==> src/verilog/kvs_defs.svh <==
`ifndef KVS_DEFS_SVH
`define KVS_DEFS_SVH

`default_nettype none

// Request field widths
`define KVS_KEY_W        96
`define KVS_VAL_W        32
`define KVS_HASH_W       32
`define KVS_FLAG_W       4

// Table geometry, 64 buckets of four slots
`define KVS_SLOTS        4
`define KVS_BUCKET_AW    6

// FIFO depths and credits
`define KVS_REQ_DEPTH    4
`define KVS_RSP_DEPTH    4
`define KVS_RSP_CREDITS  2

// Replacement generator start value, must not be zero
`define KVS_LFSR_SEED    32'h1d87_2b41

// Bit positions in the response flag
`define KVS_FLAG_HIT     0
`define KVS_FLAG_EVICT   1

`default_nettype wire

`endif
==> src/verilog/kvs_pkg.sv <==
`include "kvs_defs.svh"
`default_nettype none

package kvs_pkg;

	// ------------------------------
	// Request side
	// ------------------------------

	// Same encoding as the network side opcode bit 0
	typedef enum logic [0:0] {
		op_get = 1'b0,
		op_set = 1'b1
	} kvs_op_t;

	typedef struct packed {
		kvs_op_t                op;
		logic [`KVS_HASH_W-1:0] hash;
		logic [`KVS_KEY_W-1:0]  key;
		logic [`KVS_VAL_W-1:0]  value;
	} kvs_req_t;

	typedef struct packed {
		logic [`KVS_FLAG_W-1:0] flag;
		logic [`KVS_VAL_W-1:0]  value;
	} kvs_rsp_t;

	// ------------------------------
	// Table storage
	// ------------------------------

	// 128-bit slot, key in the upper bits
	typedef struct packed {
		logic [`KVS_KEY_W-1:0] key;
		logic [`KVS_VAL_W-1:0] value;
	} kvs_slot_t;

	typedef struct packed {
		kvs_slot_t [`KVS_SLOTS-1:0] slot;
		logic [`KVS_SLOTS-1:0]      valid;
	} kvs_bucket_t;

endpackage

`default_nettype wire

==> src/verilog/bucket_update.sv <==
`timescale 1ns/10ps
`include "kvs_defs.svh"
`default_nettype none

module bucket_update (
	input  wire                         clk156,
	input  wire                         rst,

	// Lookup result from the bucket memory
	input  wire                         look_valid,
	input  wire kvs_pkg::kvs_req_t      look_req,
	input  wire kvs_pkg::kvs_bucket_t   look_bucket,

	// Write-back port
	output logic                        wr_en,
	output logic [`KVS_BUCKET_AW-1:0]   wr_index,
	output kvs_pkg::kvs_bucket_t        wr_bucket,

	// Response into the response FIFO
	output logic                        rsp_valid,
	output kvs_pkg::kvs_rsp_t           rsp
);

	localparam int SEL_W = $clog2(`KVS_SLOTS);

	logic [`KVS_SLOTS-1:0] match;
	logic                  hit;
	logic                  full;
	logic                  is_set;
	logic                  evict;
	logic [`KVS_VAL_W-1:0] hit_value;
	logic [SEL_W-1:0]      match_idx;
	logic [SEL_W-1:0]      free_idx;
	logic [SEL_W-1:0]      sel_idx;
	logic [31:0]           lfsr;
	kvs_pkg::kvs_rsp_t     rsp_d;

	// ------------------------------
	// Key compare
	// ------------------------------
	always_comb begin
		for (int i = 0; i < `KVS_SLOTS; i++) begin
			match[i] = look_bucket.valid[i] && (look_bucket.slot[i].key == look_req.key);
		end
	end

	assign hit    = |match;
	assign full   = &look_bucket.valid;
	assign is_set = (look_req.op == kvs_pkg::op_set);

	// Only one slot can match, so OR the candidates together
	always_comb begin
		hit_value = '0;
		match_idx = '0;
		for (int i = 0; i < `KVS_SLOTS; i++) begin
			if (match[i]) begin
				hit_value = hit_value | look_bucket.slot[i].value;
				match_idx = SEL_W'(i);
			end
		end
	end

	// Lowest free slot, scanned downward so slot 0 wins
	always_comb begin
		free_idx = '0;
		for (int i = `KVS_SLOTS - 1; i >= 0; i--) begin
			if (!look_bucket.valid[i]) begin
				free_idx = SEL_W'(i);
			end
		end
	end

	// ------------------------------
	// Slot choice and write-back
	// ------------------------------

	// Random replacement, x^32 + x^22 + x^2 + x + 1
	always_ff @(posedge clk156) begin
		if (rst) begin
			lfsr <= `KVS_LFSR_SEED;
		end else begin
			lfsr <= {lfsr[30:0], lfsr[31] ^ lfsr[21] ^ lfsr[1] ^ lfsr[0]};
		end
	end

	assign sel_idx = hit ? match_idx : (!full ? free_idx : lfsr[SEL_W-1:0]);
	assign evict   = is_set && !hit && full;

	assign wr_en    = look_valid && is_set;
	assign wr_index = look_req.hash[`KVS_BUCKET_AW-1:0];

	always_comb begin
		wr_bucket                     = look_bucket;
		wr_bucket.slot[sel_idx].key   = look_req.key;
		wr_bucket.slot[sel_idx].value = look_req.value;
		wr_bucket.valid[sel_idx]      = 1'b1;
	end

	// ------------------------------
	// Response
	// ------------------------------
	always_comb begin
		rsp_d                        = '0;
		rsp_d.flag[`KVS_FLAG_HIT]    = hit;
		rsp_d.flag[`KVS_FLAG_EVICT]  = evict;
		// Value only meaningful for a GET that found its key
		rsp_d.value                  = (!is_set && hit) ? hit_value : '0;
	end

	always_ff @(posedge clk156) begin
		if (rst) begin
			rsp_valid <= 1'b0;
		end else begin
			rsp_valid <= look_valid;
		end
	end

	always_ff @(posedge clk156) begin
		if (look_valid) begin
			rsp <= rsp_d;
		end
	end

endmodule

`default_nettype wire

==> config.mk <==
export PLATFORM = sky130hd
export DESIGN_NAME = bucket_update
export DESIGN_NICKNAME = d
export VERILOG_FILES = /design/src/verilog/kvs_pkg.sv /design/src/verilog/bucket_update.sv
export VERILOG_INCLUDE_DIRS = /design/src /design/src/verilog
export SDC_FILE = /design/constraint.sdc
export NUM_CORES = 1
export LEC_CHECK = 0
export BUFFER_PORTS_ARGS = -buffer_cell sky130_fd_sc_hd__buf_2
export CORE_AREA = 2 2 485 487
export CTS_BUF_LIST = sky130_fd_sc_hd__clkbuf_8
export DETAILED_ROUTE_END_ITERATION = 12
export DIE_AREA = 0 0 487 489
export PLACE_DENSITY_LB_ADDON = 0.3
export SETUP_SLACK_MARGIN = 0.15
export SYNTH_ARGS = -nofsm -noshare
export SYNTH_HDL_FRONTEND = slang
export SYNTH_SLANG_ARGS = --single-unit
==> constraint.sdc <==
create_clock -name clk156 -period 2.62 [get_ports clk156]
set_input_delay 0.131 -clock clk156 [delete_from_list [all_inputs] [get_ports clk156]]
set_output_delay 0.131 -clock clk156 [all_outputs]
set_load 0.005 [all_outputs]
==> results.md <==
Run status:
- The run finished, with violations left.
- The checks that failed: negative setup slack.

Clock network:
- At the later pin of the worst-skew pair, clock insertion delay measures 0.45 ns.
- The TritonCTS clock tree is yes.
- The tree built by TritonCTS fans out to 67 sinks.
- The number of buffers on the longest clock path is 2.
- In this run, post-CTS hold repair placed 0 buffers.
- Clock tree synthesis inserted a total of 9 buffers.
- The cell sitting at the root of the clock tree is a sky130_fd_sc_hd__clkbuf_8.
- The maximum level of the CTS H-tree is 3.
- Clock-pin slew was measured on the worst setup and hold paths at 0.11 ns.

Placement:
- Buffers placed on the I/O ports in this run total 1199.
- The HPWL after detailed placement is 232000 um.
- Routability-driven placement finished with a final weighted congestion of around 0.92.

Power:
- The maximum VDD drop is 0.238 mV.
- Summed over all cells, the static leakage comes to 0.0186 uW.
- Power comes to 11600 uW.
- The power density over the cells is 285 nW/um2.

Timing:
- The final count of pins violating max slew is 0.
- The summed negative setup slack over all endpoints is -585.30 ns.
- On the final layout, the worst hold slack is 0.0751 ns.
- Measured against its own limit, the worst slew margin works out to 0.579.
- The setup violation total in the final timing report is 550.
- The smallest clock period supported by the final layout is computed as 3.89 ns.
- The achievable clock frequency is 257 MHz.
- Clock skew on the completed layout was measured at 0.0383 ns.
- The final period utilization is 1.49.
- Setup repair after global routing could not meet its margin everywhere.
- The final worst-path setup slack is -1.27 ns.
- The final count of hold timing violations is 0.
- The slew at the pin closest to its max-slew limit is 0.627 ns.

Global route:
- The via count of the first global-routing pass came to around 25000.
- Across every metal layer, demand over resource in global routing totals 0.217.
- Summed over all layers, the global routing overflow is 0.
- The initial antenna violation count was 129.
- Entering global routing, the biggest net connects 34 pins.
- The first global-routing pass estimated 322000 um of wire.

Route:
- The starting DRC count in detailed routing is 1768.
- The via count is roughly 25000.
- Summed over all layers, the routed wires come to 275000 um.
- The uppermost layer routed is met5.
- The number of antenna-violating nets in the routed design is 0.
- Detailed routing placed a total of 15600 um of wire on met3.
- The post-detailed-route DRC marker count is 0.
- Dividing the detail-routed wire length by the instance count gives 40.2 um.
- The via-per-instance ratio is 3.63.
- The number of detailed-route iterations in the first pass is 5.
- The routed length on met1 is 103000 um.
- The total met2 wirelength after detailed routing is 136000 um.

Synth:
- The async set-reset flop share out of synthesis is 0.
- The register area share after synthesis is 0.109.
- After technology mapping, the gate count stands at 1732.
- The warning count from the yosys run is 0.
- The number of library cell types mapped by synthesis is 49.
- The share of the synthesized area in the top cell type is 0.240.
- The average instance in the mapped netlist occupies 8.94 um2.
- Yosys mapped a number of flops with a built-in enable equal to 34.
- The cell taking the most area after synthesis is sky130_fd_sc_hd__mux2_1.
- The number of storage elements in the synthesis netlist is 67.
- Ranked by total cell area, the synthesized netlist is headed by sky130_fd_sc_hd__mux2_1 (24%), sky130_fd_sc_hd__xnor2_1 (13%), sky130_fd_sc_hd__mux2_4 (9.7%).
- After synthesis the cells add up to 15500 um2.
- The top flip-flop cell by instance count after synthesis is sky130_fd_sc_hd__edfxtp_1.

Setup path:
- The element type at the critical path start is a primary input.
- Among all stages on the critical path, the largest delay is contributed by sky130_fd_sc_hd__nor4_4.
- The most numerous cell type found on the critical path is sky130_fd_sc_hd__buf_12.
- In this run the worst path has a maximum fanout of 7.
- For the worst setup path, the data required time is 2.49 ns.
- The arrival time at the worst endpoint is 3.76 ns.
- The critical path endpoint category is an output pin.
- The delay of the slowest cell on the worst path is 0.59 ns.
- By startpoint and endpoint, the worst setup path is classified as in2out.
- The critical path goes through buf_12, buf_8, nor2b_4, a2111o_1, buf_12, nor4_4, nand4_1, buf_4, nor3_4, buf_6, nor4_4, a21oi_4, buf_6, buf_12, buf_12, buf_16, buf_8, mux2i_4, buf_2.
- The depth of the worst register-to-register path is 3.

Job:
- The number of violations of the max-capacitance limit is 0.

Die:
- The placeable core region is 234000 um2.
- In this run the horizontal extent of the chip is 487 um.
- Pin placement for this block handled 1240 I/O pins.
- The die span in y is 489 um.
- The floorplan step defined a die boundary enclosing 238000 um2.
- The initial core utilization is 0.0663.
- The floorplan row count is 178.

Layout:
- Of the cells placed in the final design, the portion with a size suffix greater than 1 is 0.753.
- The net count of the finished layout is 4412.
- The area growth from synthesis to final layout is 163%.

Worst hold path:
- Along the worst hold path, the cell count comes to 3.
- The type of the worst min-delay path is in2reg.
critical path: cells and delay by family:
| kind | cells | cell delay (ns) |
|---|---|---|
| compound gates | 2 | 0.59 |
| mux | 1 | 0.33 |
| simple gates | 5 | 1.08 |
| buf+inv | 11 | 1.58 |
logic make-up (layout without fill, tap and decap cells):
logic type	count (synthesis)	after routing	synth area share
other cells	1	57	0.000242
compound gates	184	184	0.0847
xor+xnor	254	254	0.144
buf+inv	261	2265	0.0916
flops	67	67	0.109
mux	508	508	0.392
simple gates	457	457	0.179
state kept, by name, indices dropped and copies added (netlist names):
signal	flops
lfsr	32
rsp	34
rsp_valid	1
cell usage after synthesis, drive strengths merged, types with 2 or more instances:
library cell	count
a21oi	35
mux2i	24
inv	81
a2111oi	5
clkbuf	85
o2111ai	22
a221o	2
o22ai	25
nand3	15
edfxtp	34
a2111o	6
nor2b	51
o221ai	8
or4	2
nand4	118
dfxtp	33
nor2	7
nor3	15
buf	95
a22oi	64
nand2	28
xor2	26
nand2b	140
or2	18
mux2	484
o21ai	12
xnor2	228
nor4	56
cells in the final DEF, fill, tap and decap left out, types with 6 or more instances in the layout:
| cell type | Yosys | routed |
|---|---|---|
| sky130_fd_sc_hd__clkbuf_16 | 0 | 12 |
| sky130_fd_sc_hd__buf_2 | 32 | 707 |
| sky130_fd_sc_hd__xor2_1 | 26 | 25 |
| sky130_fd_sc_hd__nand3_1 | 15 | 13 |
| sky130_fd_sc_hd__buf_12 | 0 | 139 |
| sky130_fd_sc_hd__clkbuf_8 | 0 | 9 |
| sky130_fd_sc_hd__buf_6 | 46 | 504 |
| sky130_fd_sc_hd__edfxtp_1 | 34 | 34 |
| sky130_fd_sc_hd__mux2_4 | 100 | 465 |
| sky130_fd_sc_hd__o2111ai_1 | 22 | 20 |
| sky130_fd_sc_hd__mux2_2 | 54 | 14 |
| sky130_fd_sc_hd__nor4_1 | 54 | 35 |
| sky130_fd_sc_hd__o221ai_1 | 8 | 7 |
| sky130_fd_sc_hd__nand2b_1 | 139 | 133 |
| sky130_fd_sc_hd__a21oi_4 | 0 | 6 |
| sky130_fd_sc_hd__inv_1 | 81 | 78 |
| sky130_fd_sc_hd__a2111o_1 | 6 | 6 |
| sky130_fd_sc_hd__buf_16 | 0 | 64 |
| sky130_fd_sc_hd__diode_2 | 0 | 55 |
| sky130_fd_sc_hd__xnor2_1 | 228 | 200 |
| sky130_fd_sc_hd__buf_4 | 14 | 720 |
| sky130_fd_sc_hd__buf_8 | 0 | 19 |
| sky130_fd_sc_hd__nor3_1 | 15 | 7 |
| sky130_fd_sc_hd__xnor2_2 | 0 | 20 |
| sky130_fd_sc_hd__a21oi_2 | 0 | 13 |
| sky130_fd_sc_hd__or2_2 | 18 | 15 |
| sky130_fd_sc_hd__xnor2_4 | 0 | 8 |
| sky130_fd_sc_hd__nand2_1 | 28 | 27 |
| sky130_fd_sc_hd__nand4_1 | 118 | 118 |
| sky130_fd_sc_hd__nor4_2 | 1 | 8 |
| sky130_fd_sc_hd__nor2b_1 | 51 | 47 |
| sky130_fd_sc_hd__a21oi_1 | 35 | 16 |
| sky130_fd_sc_hd__mux2i_4 | 0 | 13 |
| sky130_fd_sc_hd__mux2i_1 | 24 | 6 |
| sky130_fd_sc_hd__a22oi_1 | 64 | 64 |
| sky130_fd_sc_hd__nor4_4 | 1 | 13 |
| sky130_fd_sc_hd__o22ai_1 | 25 | 23 |
| sky130_fd_sc_hd__dfxtp_1 | 33 | 33 |
layout make-up:
cell class / count / area, um2
fillers: 26252 / 193000
repair buffers: 2168 / 19800
multi-input cells: 1405 / 14900
well taps: 3060 / 3830
flip-flops and latches: 67 / 1680
inverters: 81 / 315
diodes: 55 / 138
clock buffers: 9 / 124
clock inverters: 7 / 67.6
timing repair:
action / 4_1_cts / 5_1_grt
buffers inserted: 64 / 37
resized for setup: 783 / 486
setup endpoints to repair: 550 / 550
pin swaps: 28 / 26
cloned: 47 / 12
final timing paths:
path | from | endpoint | slack, ns
worst max-delay path | look_req[94] | wr_bucket[359] | -1.27
worst max register to register | lfsr[21] | lfsr[0] | 1.74
worst min-delay path | look_bucket[416] | rsp[28] | 0.08
worst min register to register | lfsr[17] | lfsr[18] | 0.37
per-layer routing:
metal  GRT usage  up-vias
li1            -    10390
met1       0.237    12273
met2       0.382     1633
met3      0.0382      556
met4       0.148       26
met5           0        -
through the flow:
step / setup slack (ns) / instances / cell area [um2] / util
2_1_floorplan: -0.0119 / 1733 / 16200 / -
3_3_place_gp: -3.01 / 6620 / 32200 / 0.138
3_5_place_dp: -2.73 / 6621 / 32200 / 0.138
4_1_cts: -1.22 / 6748 / 37800 / 0.162
5_1_grt: -1.29 / 6839 / 40700 / 0.174
6_report: -1.27 / 6852 / 40800 / 0.175
power by group:
part | switching, uW | leakage (uW) | internal, uW
clock | 601 | 0.0000965 | 371
combinational | 4720 | 0.0179 | 4760
sequential | 24.0 | 0.000597 | 1160
total | 5350 | 0.0186 | 6290
No activity file was read; power rests on OpenSTA's default activity.
