File: src/verilog/credit_fifo.sv
`timescale 1ns/10ps
`default_nettype none

module credit_fifo #(
	parameter type payload_t    = logic,
	parameter int  DEPTH        = 4,
	parameter int  INIT_CREDITS = 4
) (
	input  wire           clk156,
	input  wire           rst,

	input  wire           in_valid,
	input  wire payload_t in_data,
	output logic          in_credit,

	output logic          out_valid,
	output payload_t      out_data,
	input  wire           out_credit
);

	localparam int PTR_W = (DEPTH > 1) ? $clog2(DEPTH) : 1;
	localparam int CNT_W = $clog2(DEPTH + 1);
	localparam int CRD_W = $clog2(INIT_CREDITS + 1);

	payload_t         mem [0:DEPTH-1];
	logic [PTR_W-1:0] wr_ptr;
	logic [PTR_W-1:0] rd_ptr;
	logic [CNT_W-1:0] count;
	logic [CRD_W-1:0] credits;
	logic             pop;

	// Pop whenever something is stored and the consumer has room
	assign pop       = (count != '0) && (credits != '0);
	assign out_valid = pop;
	assign out_data  = mem[rd_ptr];
	// Each pop frees one entry, handed back to the producer
	assign in_credit = pop;

	always_ff @(posedge clk156) begin
		if (in_valid) begin
			mem[wr_ptr] <= in_data;
		end
	end

	// ------------------------------
	// Pointers and occupancy
	// ------------------------------
	always_ff @(posedge clk156) begin
		if (rst) begin
			wr_ptr <= '0;
			rd_ptr <= '0;
			count  <= '0;
		end else begin
			if (in_valid) begin
				wr_ptr <= (wr_ptr == PTR_W'(DEPTH - 1)) ? '0 : wr_ptr + 1'b1;
			end
			if (pop) begin
				rd_ptr <= (rd_ptr == PTR_W'(DEPTH - 1)) ? '0 : rd_ptr + 1'b1;
			end
			case ({in_valid, pop})
				2'b10:   count <= count + 1'b1;
				2'b01:   count <= count - 1'b1;
				default: count <= count;
			endcase
		end
	end

	// Downstream credits, spent by pops and refilled by out_credit
	always_ff @(posedge clk156) begin
		if (rst) begin
			credits <= CRD_W'(INIT_CREDITS);
		end else begin
			case ({out_credit, pop})
				2'b10:   credits <= credits + 1'b1;
				2'b01:   credits <= credits - 1'b1;
				default: credits <= credits;
			endcase
		end
	end

endmodule

`default_nettype wire

File: config.mk
export PLATFORM = sky130hd
export DESIGN_NAME = credit_fifo
export DESIGN_NICKNAME = d
export VERILOG_FILES = /design/src/verilog/credit_fifo.sv
export SDC_FILE = /design/constraint.sdc
export NUM_CORES = 1
export LEC_CHECK = 0
export BUFFER_PORTS_ARGS = -buffer_cell sky130_fd_sc_hd__buf_2
export CAP_MARGIN = 20
export CORE_MARGIN = 3
export CORE_UTILIZATION = 59
export CTS_BUF_LIST = sky130_fd_sc_hd__clkbuf_4 sky130_fd_sc_hd__clkbuf_8
export DETAILED_ROUTE_END_ITERATION = 8
export PLACE_DENSITY = 0.8
export SLEW_MARGIN = 20
export SYNTH_ARGS = -nofsm -noshare
export SYNTH_HDL_FRONTEND = slang
export SYNTH_SLANG_ARGS = --single-unit
File: constraint.sdc
create_clock -name clk156 -period 2.46 [get_ports clk156]
set_input_delay 0.369 -clock clk156 [delete_from_list [all_inputs] [get_ports clk156]]
set_output_delay 0.369 -clock clk156 [all_outputs]
set_load 0.02 [all_outputs]
==> flow_metrics.tcl, run 1 <==
set metrics [dict create \
    p_comb_share_pct 44.6 \
    io_buffers 7 \
    rsz0062_at_grt "no" \
    vdd_ir_drop_max_v 0.000742 \
    path_cells "nor3_1 > nor2_2 > ha_1 > inv_1 > fa_1 > xor2_1 > o21ai_1 > or3b_1" \
    worst_hold_path_type "input pin to flop" \
    synthToLayoutAreaGrowth_pct 9.92 \
    p_seq_share_pct 38.4 \
    crit_path_start_kind "flop" \
    power_density_nw_per_um2 1170 \
    crit_fanout 6 \
    outcome "finished, final reports clean" \
    clkTransAtPathRegs_ns 0.10 \
    arrival_ns 2.30 \
    pwr-share-clk_pct 17.0 \
    grt_max_degree 13 \
    synth-edff-count 4 \
    h-tree-depth 1 \
    setup_tns_ns 0 \
    cts_inserted_buffers 3 \
    insertion_delay_ns 0.28 \
    final_cell_mix "12 x dfxtp_1, 10 x inv_1, 8 x nor2_1, 7 x ha_1, 7 x buf_2" \
    synthesis.area_um2 782 \
    fin_crit_sh_pct 86.4 \
    end_kind "flop" \
    drive_gt1_share_pct 16.9 \
    via_per_inst 5.01 \
    pin_count 8 \
    drt-wirelength-per-cell_um 11.2 \
    cts_buffer_depth 2 \
    slew_viol_final 0 \
    critPathMaxStageDelay_ns 0.38 \
    yosys_warnings 0 \
    syn_inst 74 \
    worstSetupPathType "flop to flop" \
    postCtsSetupBuffers 0 \
    cts_sinks 16 \
    drt_wl_total_um 1090 \
    die-area_um2 1800 \
    grt_pass1_wl_um 2040 \
    drtIter0Drc 12 \
    final_nets 98 \
    die_width_um 42.4 \
    cap_violations 0 \
    antenna_found_initial 0 \
    grt_overflow_total 0 \
    dp_hpwl_um 846 \
    tightest_slew_ns 0.298 \
    grt_pass1_vias 519 \
    power_switching_uw 380 \
    num_antenna_cells 0 \
    cp_top_family "simple AND/OR/NAND/NOR gates" \
    place_inst 93 \
    period_minus_slack_ns 2.13 \
    die_y_um 42.4 \
    ys_ff_latch 16 \
    fin_util_pct 73.4 \
    final_common_cell "dfxtp_1" \
    cts_tree "yes" \
    cts_resized 0 \
    synthArstFlopShare_pct 0 \
    route.detailed.drc 0 \
    hold_viol_final 0 \
    antenna_left 0 \
    cts_root_buf "clkbuf_4" \
    rows 12 \
    setup_violations 0 \
    yosys_most_used_dff "dfxtp_1" \
    synth_seq_area_share_pct 46.1 \
    leakagePower_nw 0.372 \
    core_um2 1170 \
    cp_slowest_cell "dfxtp_1" \
    intPower_uw 626 \
    hold_buffers 0 \
    syn_area_per_cell_um2 10.6 \
    gp_congestion 0.700 \
    fmax_ghz 0.470 \
    grtUsageTotal_pct 14.8 \
    start_util_pct 66.8 \
    p_sw_share_pct 37.8 \
    synth_cell_type_count 23 \
    via_count 486 \
    crit_buf_inv 1 \
    skew_ns 0.00848 \
    instances_no_fill 97 \
    drtPass1Iterations 4 \
    max_slew_margin_pct 80.1 \
    synth.net_count 88 \
    required_ns 2.64 \
]
[power groups by stage]
stage	sequential, mW	clock [mW]	combinational, mW
global route	0.396	0.182	0.514
global placement	0.387	0	0.438
finish	0.386	0.170	0.449
CTS	0.387	0.175	0.455
detailed placement	0.393	0	0.454
floorplan	0.378	0	0.381
[kinds of logic (layout without fill, tap and decap cells)]
| family | after synthesis | count (layout) | share of synthesized area, % |
|---|---|---|---|
| and+or+nand+nor | 23 | 23 | 15.7 |
| DFF | 16 | 16 | 46.1 |
| buffers and inverters | 12 | 21 | 6.24 |
| adders and majority gates | 9 | 9 | 16.3 |
| AOI/OAI and AO/OA | 6 | 6 | 3.84 |
| xor gates and xnor gates | 4 | 4 | 4.48 |
| muxes | 4 | 4 | 7.36 |
[cell type report]
cell class                      instances  area (um2)
Clock buffer                            4        36.3
Fill cell                              89         312
Timing Repair Buffer                    7        35.0
Tap cell                               14        17.5
Sequential cell                        16         360
Inverter                               10        37.5
Multi-Input combinational cell         46         373
[synth_stat cells, types with 2 or more instances]
| cell type | instances | area [um2] |
|---|---|---|
| dfxtp_1 | 12 | 240 |
| inv_1 | 10 | 37.5 |
| nor2_1 | 8 | 30.0 |
| ha_1 | 7 | 87.6 |
| a21oi_1 | 4 | 20.0 |
| and2_1 | 4 | 25.0 |
| edfxtp_1 | 4 | 120 |
| nor3_1 | 4 | 20.0 |
| xor2_1 | 4 | 35.0 |
| fa_1 | 2 | 40.0 |
| mux2i_1 | 2 | 20.0 |
| nand2b_1 | 2 | 12.5 |
[layer usage]
layer	track usage [%]	part of all wire, %	vias to the layer above
met5	0	0	-
met4	3.73	0.74	0
met3	4.72	5.0	2
met2	24.9	48	11
met1	18.1	46	215
li1	-	-	258
[worst paths after layout]
check / from / cells after the start / slack, ns / endpoint
worst max-delay path: count[0] / 8 / 0.33 / credits[2]
worst min-delay path: in_data / 1 / 0.30 / mem[1]
worst max register to register: count[0] / 8 / 0.33 / credits[2]
worst min register to register: count[2] / 2 / 0.50 / count[2]
[worst reg2reg max path, delay by kind of cell, from the launching register on]
| kind | cells | cell delay [ns] |
|---|---|---|
| flip-flops | 1 | 0.38 |
| XOR/XNOR | 1 | 0.17 |
| buffers and inverters | 1 | 0.06 |
| AND/OR/NAND/NOR | 3 | 0.69 |
| AO/OA/AOI/OAI | 1 | 0.11 |
| adder cells (fa/ha/maj) | 2 | 0.62 |
[metrics by stage]
| stage | setup slack (ns) | power (mW) | cell area, um2 | hold slack, ns |
|---|---|---|---|---|
| 2_1_floorplan | 0.320 | 0.759 | 782 | 0.459 |
| 3_3_place_gp | 0.435 | 0.826 | 823 | 0.474 |
| 3_5_place_dp | 0.339 | 0.847 | 823 | 0.485 |
| 4_1_cts | 0.322 | 1.02 | 860 | 0.290 |
| 5_1_grt | 0.139 | 1.09 | 860 | 0.306 |
| 6_report | 0.334 | 1.01 | 860 | 0.300 |
No activity file was read; power rests on OpenSTA's default activity.
==> inputs of run 2 (changes only) <==
- MAX_ROUTING_LAYER: unset -> met4
==> run 2 against run 1 <==
Core utilization is the same. Combinational power about the same. Global-route usage rose by 0.41 points. Die area unchanged. Wire length is 0.18% lower. Critical path depth stayed put. Sequential share of layout area stayed put. Flip-flop and latch count unchanged. Register-to-register slack is essentially flat. Hold slack about the same. Clock-buffer cell count unchanged.
==> flow_metrics.tcl, run 2 (synthesized netlist as in run 1, its figures left out) <==
set metrics [dict create \
    start_util_pct 66.8 \
    core_um2 1170 \
    grtUsageTotal_pct 15.2 \
    required_ns 2.64 \
    tightest_slew_ns 0.298 \
    cts_sinks 16 \
    route.detailed.drc 0 \
    cts_root_buf "clkbuf_4" \
    drive_gt1_share_pct 16.9 \
    final_nets 98 \
    worst_hold_path_type "input pin to flop" \
    clkTransAtPathRegs_ns 0.10 \
    dp_hpwl_um 846 \
    leakagePower_nw 0.372 \
    crit_start "count[0]" \
    hold_buffers 0 \
    grt_pass1_wl_um 2040 \
    postCtsSetupBuffers 0 \
    arrival_ns 2.31 \
    rsz0062_at_grt "no" \
    drt_wl_total_um 1090 \
    cap_violations 0 \
    grt_overflow_total 0 \
    gp_congestion 0.708 \
    fmax_ghz 0.469 \
    cts_tree "yes" \
    drtPass1Iterations 4 \
    outcome "finished, final reports clean" \
    die_y_um 42.4 \
    setup_tns_ns 0 \
    cts_inserted_buffers 3 \
    final_cell_mix "12 x dfxtp_1, 10 x inv_1, 8 x nor2_1, 7 x ha_1, 7 x buf_2" \
    power_density_nw_per_um2 1170 \
    drt-wirelength-per-cell_um 11.2 \
    timing.rr.start "count[0]" \
    vdd_ir_drop_max_v 0.000742 \
    rows 12 \
    worstHoldStart "in_data" \
    final_common_cell "dfxtp_1" \
    worstSetupPathType "flop to flop" \
    hold_viol_final 0 \
    drtIter0Drc 12 \
    place_ws_ns 0.339 \
    max_slew_margin_pct 80.1 \
    cts_resized 0 \
    cts_buffer_depth 2 \
    crit_path_start_kind "flop" \
    grt_pass1_vias 517 \
    crit_fanout 6 \
    num_antenna_cells 0 \
    fill_cells 89 \
    pin_count 8 \
    setup_violations 0 \
    end_kind "flop" \
    grt_max_degree 13 \
    period_minus_slack_ns 2.13 \
    finalWorstSetupSlack_ns 0.330 \
    via_count 486 \
    antenna_left 0 \
    skew_ns 0.00847 \
    io_buffers 7 \
    die_width_um 42.4 \
    via_per_inst 5.01 \
    synthToLayoutAreaGrowth_pct 9.92 \
    h-tree-depth 1 \
    slew_viol_final 0 \
    die-area_um2 1800 \
    fin_crit_sh_pct 86.6 \
    insertion_delay_ns 0.28 \
    antenna_found_initial 0 \
]
[run 2: cell counts in the layout (fill, tap and decap cells not counted)]
Identical to the previous run, type by type.
[run 2: routing by layer]
metal | up-vias | share of wire (%) | GRT usage (%)
li1 | 258 | - | -
met2 | 11 | 48 | 24.9
met1 | 215 | 48 | 18.6
met4 | 0 | 0.74 | 3.73
met5 | - | 0 | -
met3 | 2 | 3.8 | 3.86
[run 2: final cells by class]
type | count | area [um2] | share of cell area, %
Clock buffer | 4 | 36.3 | 4.22
Inverter | 10 | 37.5 | 4.37
Timing Repair Buffer | 7 | 35.0 | 4.08
Sequential cell | 16 | 360 | 41.9
Multi-Input combinational cell | 46 | 373 | 43.4
Tap cell | 14 | 17.5 | 2.04
[run 2: path summary, 6_finish.rpt]
check	depth (start not counted)	to	slack, ns
setup reg to reg	8	credits[2]	0.33
hold / removal	1	mem[1]	0.30
hold reg to reg	2	count[2]	0.50
setup / recovery	8	credits[2]	0.33
[run 2: where the power goes]
group	leakage, nW	switching, mW	total [mW]	internal, mW
clock	0.0210	0.0804	0.170	0.0900
combinational	0.216	0.253	0.450	0.197
sequential	0.136	0.0473	0.386	0.339
total	0.372	0.381	1.01	0.626
[run 2: per-stage QoR]
step / std cells / power [mW] / util, % / area (um2) / hold slack, ns
finish: 97 / 1.01 / 73.4 / 860 / 0.300
global route: 97 / 1.09 / 73.4 / 860 / 0.306
CTS: 97 / 1.02 / 73.4 / 860 / 0.290
detailed placement: 93 / 0.847 / 70.3 / 823 / 0.485
global placement: 93 / 0.826 / 70.3 / 823 / 0.474
floorplan: 74 / 0.759 / - / 782 / 0.459
[run 2: worst max-delay path, cell delays in order, from the launching register on]
cell and delay, ns:
dfxtp_1 0.38, nor3_1 0.08, nor2_2 0.27, ha_1 0.24, inv_1 0.06, fa_1 0.38, xor2_1 0.17, o21ai_1 0.11
or3b_1 0.34
==> inputs of run 3 (changes only) <==
--- a/config.mk
+++ b/config.mk
@@ -8,10 +8,10 @@
 export BUFFER_PORTS_ARGS = -buffer_cell sky130_fd_sc_hd__buf_2
 export CAP_MARGIN = 20
-export CORE_MARGIN = 3
-export CORE_UTILIZATION = 59
+export CORE_AREA = 3 3 40 42
 export CTS_BUF_LIST = sky130_fd_sc_hd__clkbuf_4 sky130_fd_sc_hd__clkbuf_8
 export DETAILED_ROUTE_END_ITERATION = 8
+export DIE_AREA = 0 0 43 45
 export MAX_ROUTING_LAYER = met4
-export PLACE_DENSITY = 0.8
+export PLACE_DENSITY = 0.79
 export SLEW_MARGIN = 20
 export SYNTH_ARGS = -nofsm -noshare
==> constraint.sdc (replaced) <==
create_clock -name clk156 -period 2.65 [get_ports clk156]
set_input_delay 0.6625 -clock clk156 [delete_from_list [all_inputs] [get_ports clk156]]
set_output_delay 0.6625 -clock clk156 [all_outputs]
set_load 0.05 [all_outputs]
==> run 3 against run 2 <==
Critical path depth unchanged. Clock-buffer cell count down 1. First-iteration DRC count up 8.3%. Non-clock buffer count unchanged. Clock skew down 0.0057 ns. Largest cell class unchanged. Power down 3.0%. Critical endpoint unchanged.
==> flow_metrics.tcl, run 3 (synthesized netlist as in run 1, its figures left out) <==
set metrics [dict create \
    rsz0062_at_grt "no" \
    multi_input_area_um2 373 \
    vdd_ir_drop_max_v 0.000751 \
    end_kind "flop" \
    cts_buffer_depth 2 \
    grt_overflow_total 0 \
    cp_slowest_cell "fa_1" \
    cts_inserted_buffers 3 \
    route.detailed.drc 0 \
    r2r_end "credits[2]" \
    start_util_pct 60.9 \
    ff2ff_path_depth 8 \
    drtIter0Drc 13 \
    num_antenna_cells 0 \
    h-tree-depth 1 \
    setup_violations 0 \
    insertion_delay_ns 0.28 \
    drtPass1Iterations 6 \
    power_density_nw_per_um2 1150 \
    rows 13 \
    path_cells "nor3_1 > nor2_2 > ha_1 > inv_1 > fa_1 > xor2_1 > o21ai_1 > or3b_1" \
    holdPathEnd "count[2]" \
    die-area_um2 1940 \
    die_width_um 43 \
    skew_ns 0.00281 \
    outcome "finished, final reports clean" \
    setup_tns_ns 0 \
    drive_gt1_share_pct 15.7 \
    cts_root_buf "clkbuf_4" \
    place_ws_ns 0.491 \
    antenna_left 0 \
    core_um2 1280 \
    hold_depth 2 \
    stdcell_area_um2 851 \
    hold_viol_final 0 \
    placed_cell_area_um2 825 \
    timing.rr.start "count[0]" \
    io_buffers 7 \
    tightest_slew_ns 0.318 \
    clkTransAtPathRegs_ns 0.08 \
    arrival_ns 2.32 \
    worstSetupPathType "flop to flop" \
    cts_tree "yes" \
    grt_max_degree 13 \
    hold_buffers 0 \
    finalWorstSetupSlack_ns 0.490 \
    cap_violations 0 \
    die_y_um 45 \
    cp_top_family "simple AND/OR/NAND/NOR gates" \
    grt_pass1_vias 447 \
    fin_crit_sh_pct 81.5 \
    worstHoldStart "count[2]" \
    worst_hold_path_type "flop to flop" \
    drt_wl_total_um 1060 \
    crit_path_start_kind "flop" \
    final_cell_mix "12 x dfxtp_1, 10 x inv_1, 8 x nor2_1, 7 x ha_1, 7 x buf_2" \
    period_minus_slack_ns 2.16 \
    via_per_inst 4.90 \
    total_power_uw 976 \
    pin_count 8 \
    postCtsSetupBuffers 0 \
    grtUsageTotal_pct 13.7 \
    gp_congestion 0.639 \
    timing.hold.ws_ns 0.505 \
    dp_hpwl_um 808 \
    synthToLayoutAreaGrowth_pct 8.80 \
    fmax_ghz 0.463 \
    grt_pass1_wl_um 1840 \
    crit_fanout 6 \
    crit_buf_inv 1 \
    cts_resized 0 \
    antenna_found_initial 0 \
    drt-wirelength-per-cell_um 10.8 \
    r2r_setup_slack_ns 0.49 \
    critPathMaxStageDelay_ns 0.39 \
    final_common_cell "dfxtp_1" \
    via_count 480 \
    max_slew_margin_pct 78.8 \
    slew_viol_final 0 \
    cts_sinks 16 \
    final_nets 98 \
    fill_cells 112 \
    seqCellArea_um2 360 \
    leakagePower_nw 0.367 \
    required_ns 2.81 \
]
[run 3: power breakdown]
part           total (mW)  internal, mW  switching (mW)
Sequential          0.357         0.315          0.0419
Clock               0.123        0.0546          0.0686
Combinational       0.497         0.184           0.312
[run 3: area by class of cell]
class	count	area share, %
Multi-Input combinational cell	46	43.8
Sequential cell	16	42.4
Inverter	10	4.41
Timing Repair Buffer	7	4.12
Clock buffer	3	2.65
Tap cell	15	2.21
Clock inverter	1	0.441
[run 3: per-stage QoR]
stage	cells	util [%]
3_5_place_dp	94	64.2
5_1_grt	98	66.2
4_1_cts	98	66.2
2_1_floorplan	74	-
6_report	98	66.2
3_3_place_gp	94	64.2
[run 3: per-layer routing]
layer  GRT usage, %  vias up  wire, um
li1               -      258         -
met1           16.8      213       495
met2           19.2        9       514
met3           5.98        0        48
met4           7.23        0         0
met5              -        -         0
[run 3: tightest hold or removal path: stages (launching register included)]
cell and delay [ns]:
dfxtp_1 0.33, o21ai_0 0.07, a21oi_1 0.06
[run 3: worst max path at each step]
stage,from,endpoint,cells past startpoint
after detailed placement,in_valid,count[2],8
after CTS,count[0],credits[2],8
after global routing,count[0],credits[2],8
after floorplan,count[0],credits[2],8
final,count[0],credits[2],8
after global placement,out_credit,credits[2],8
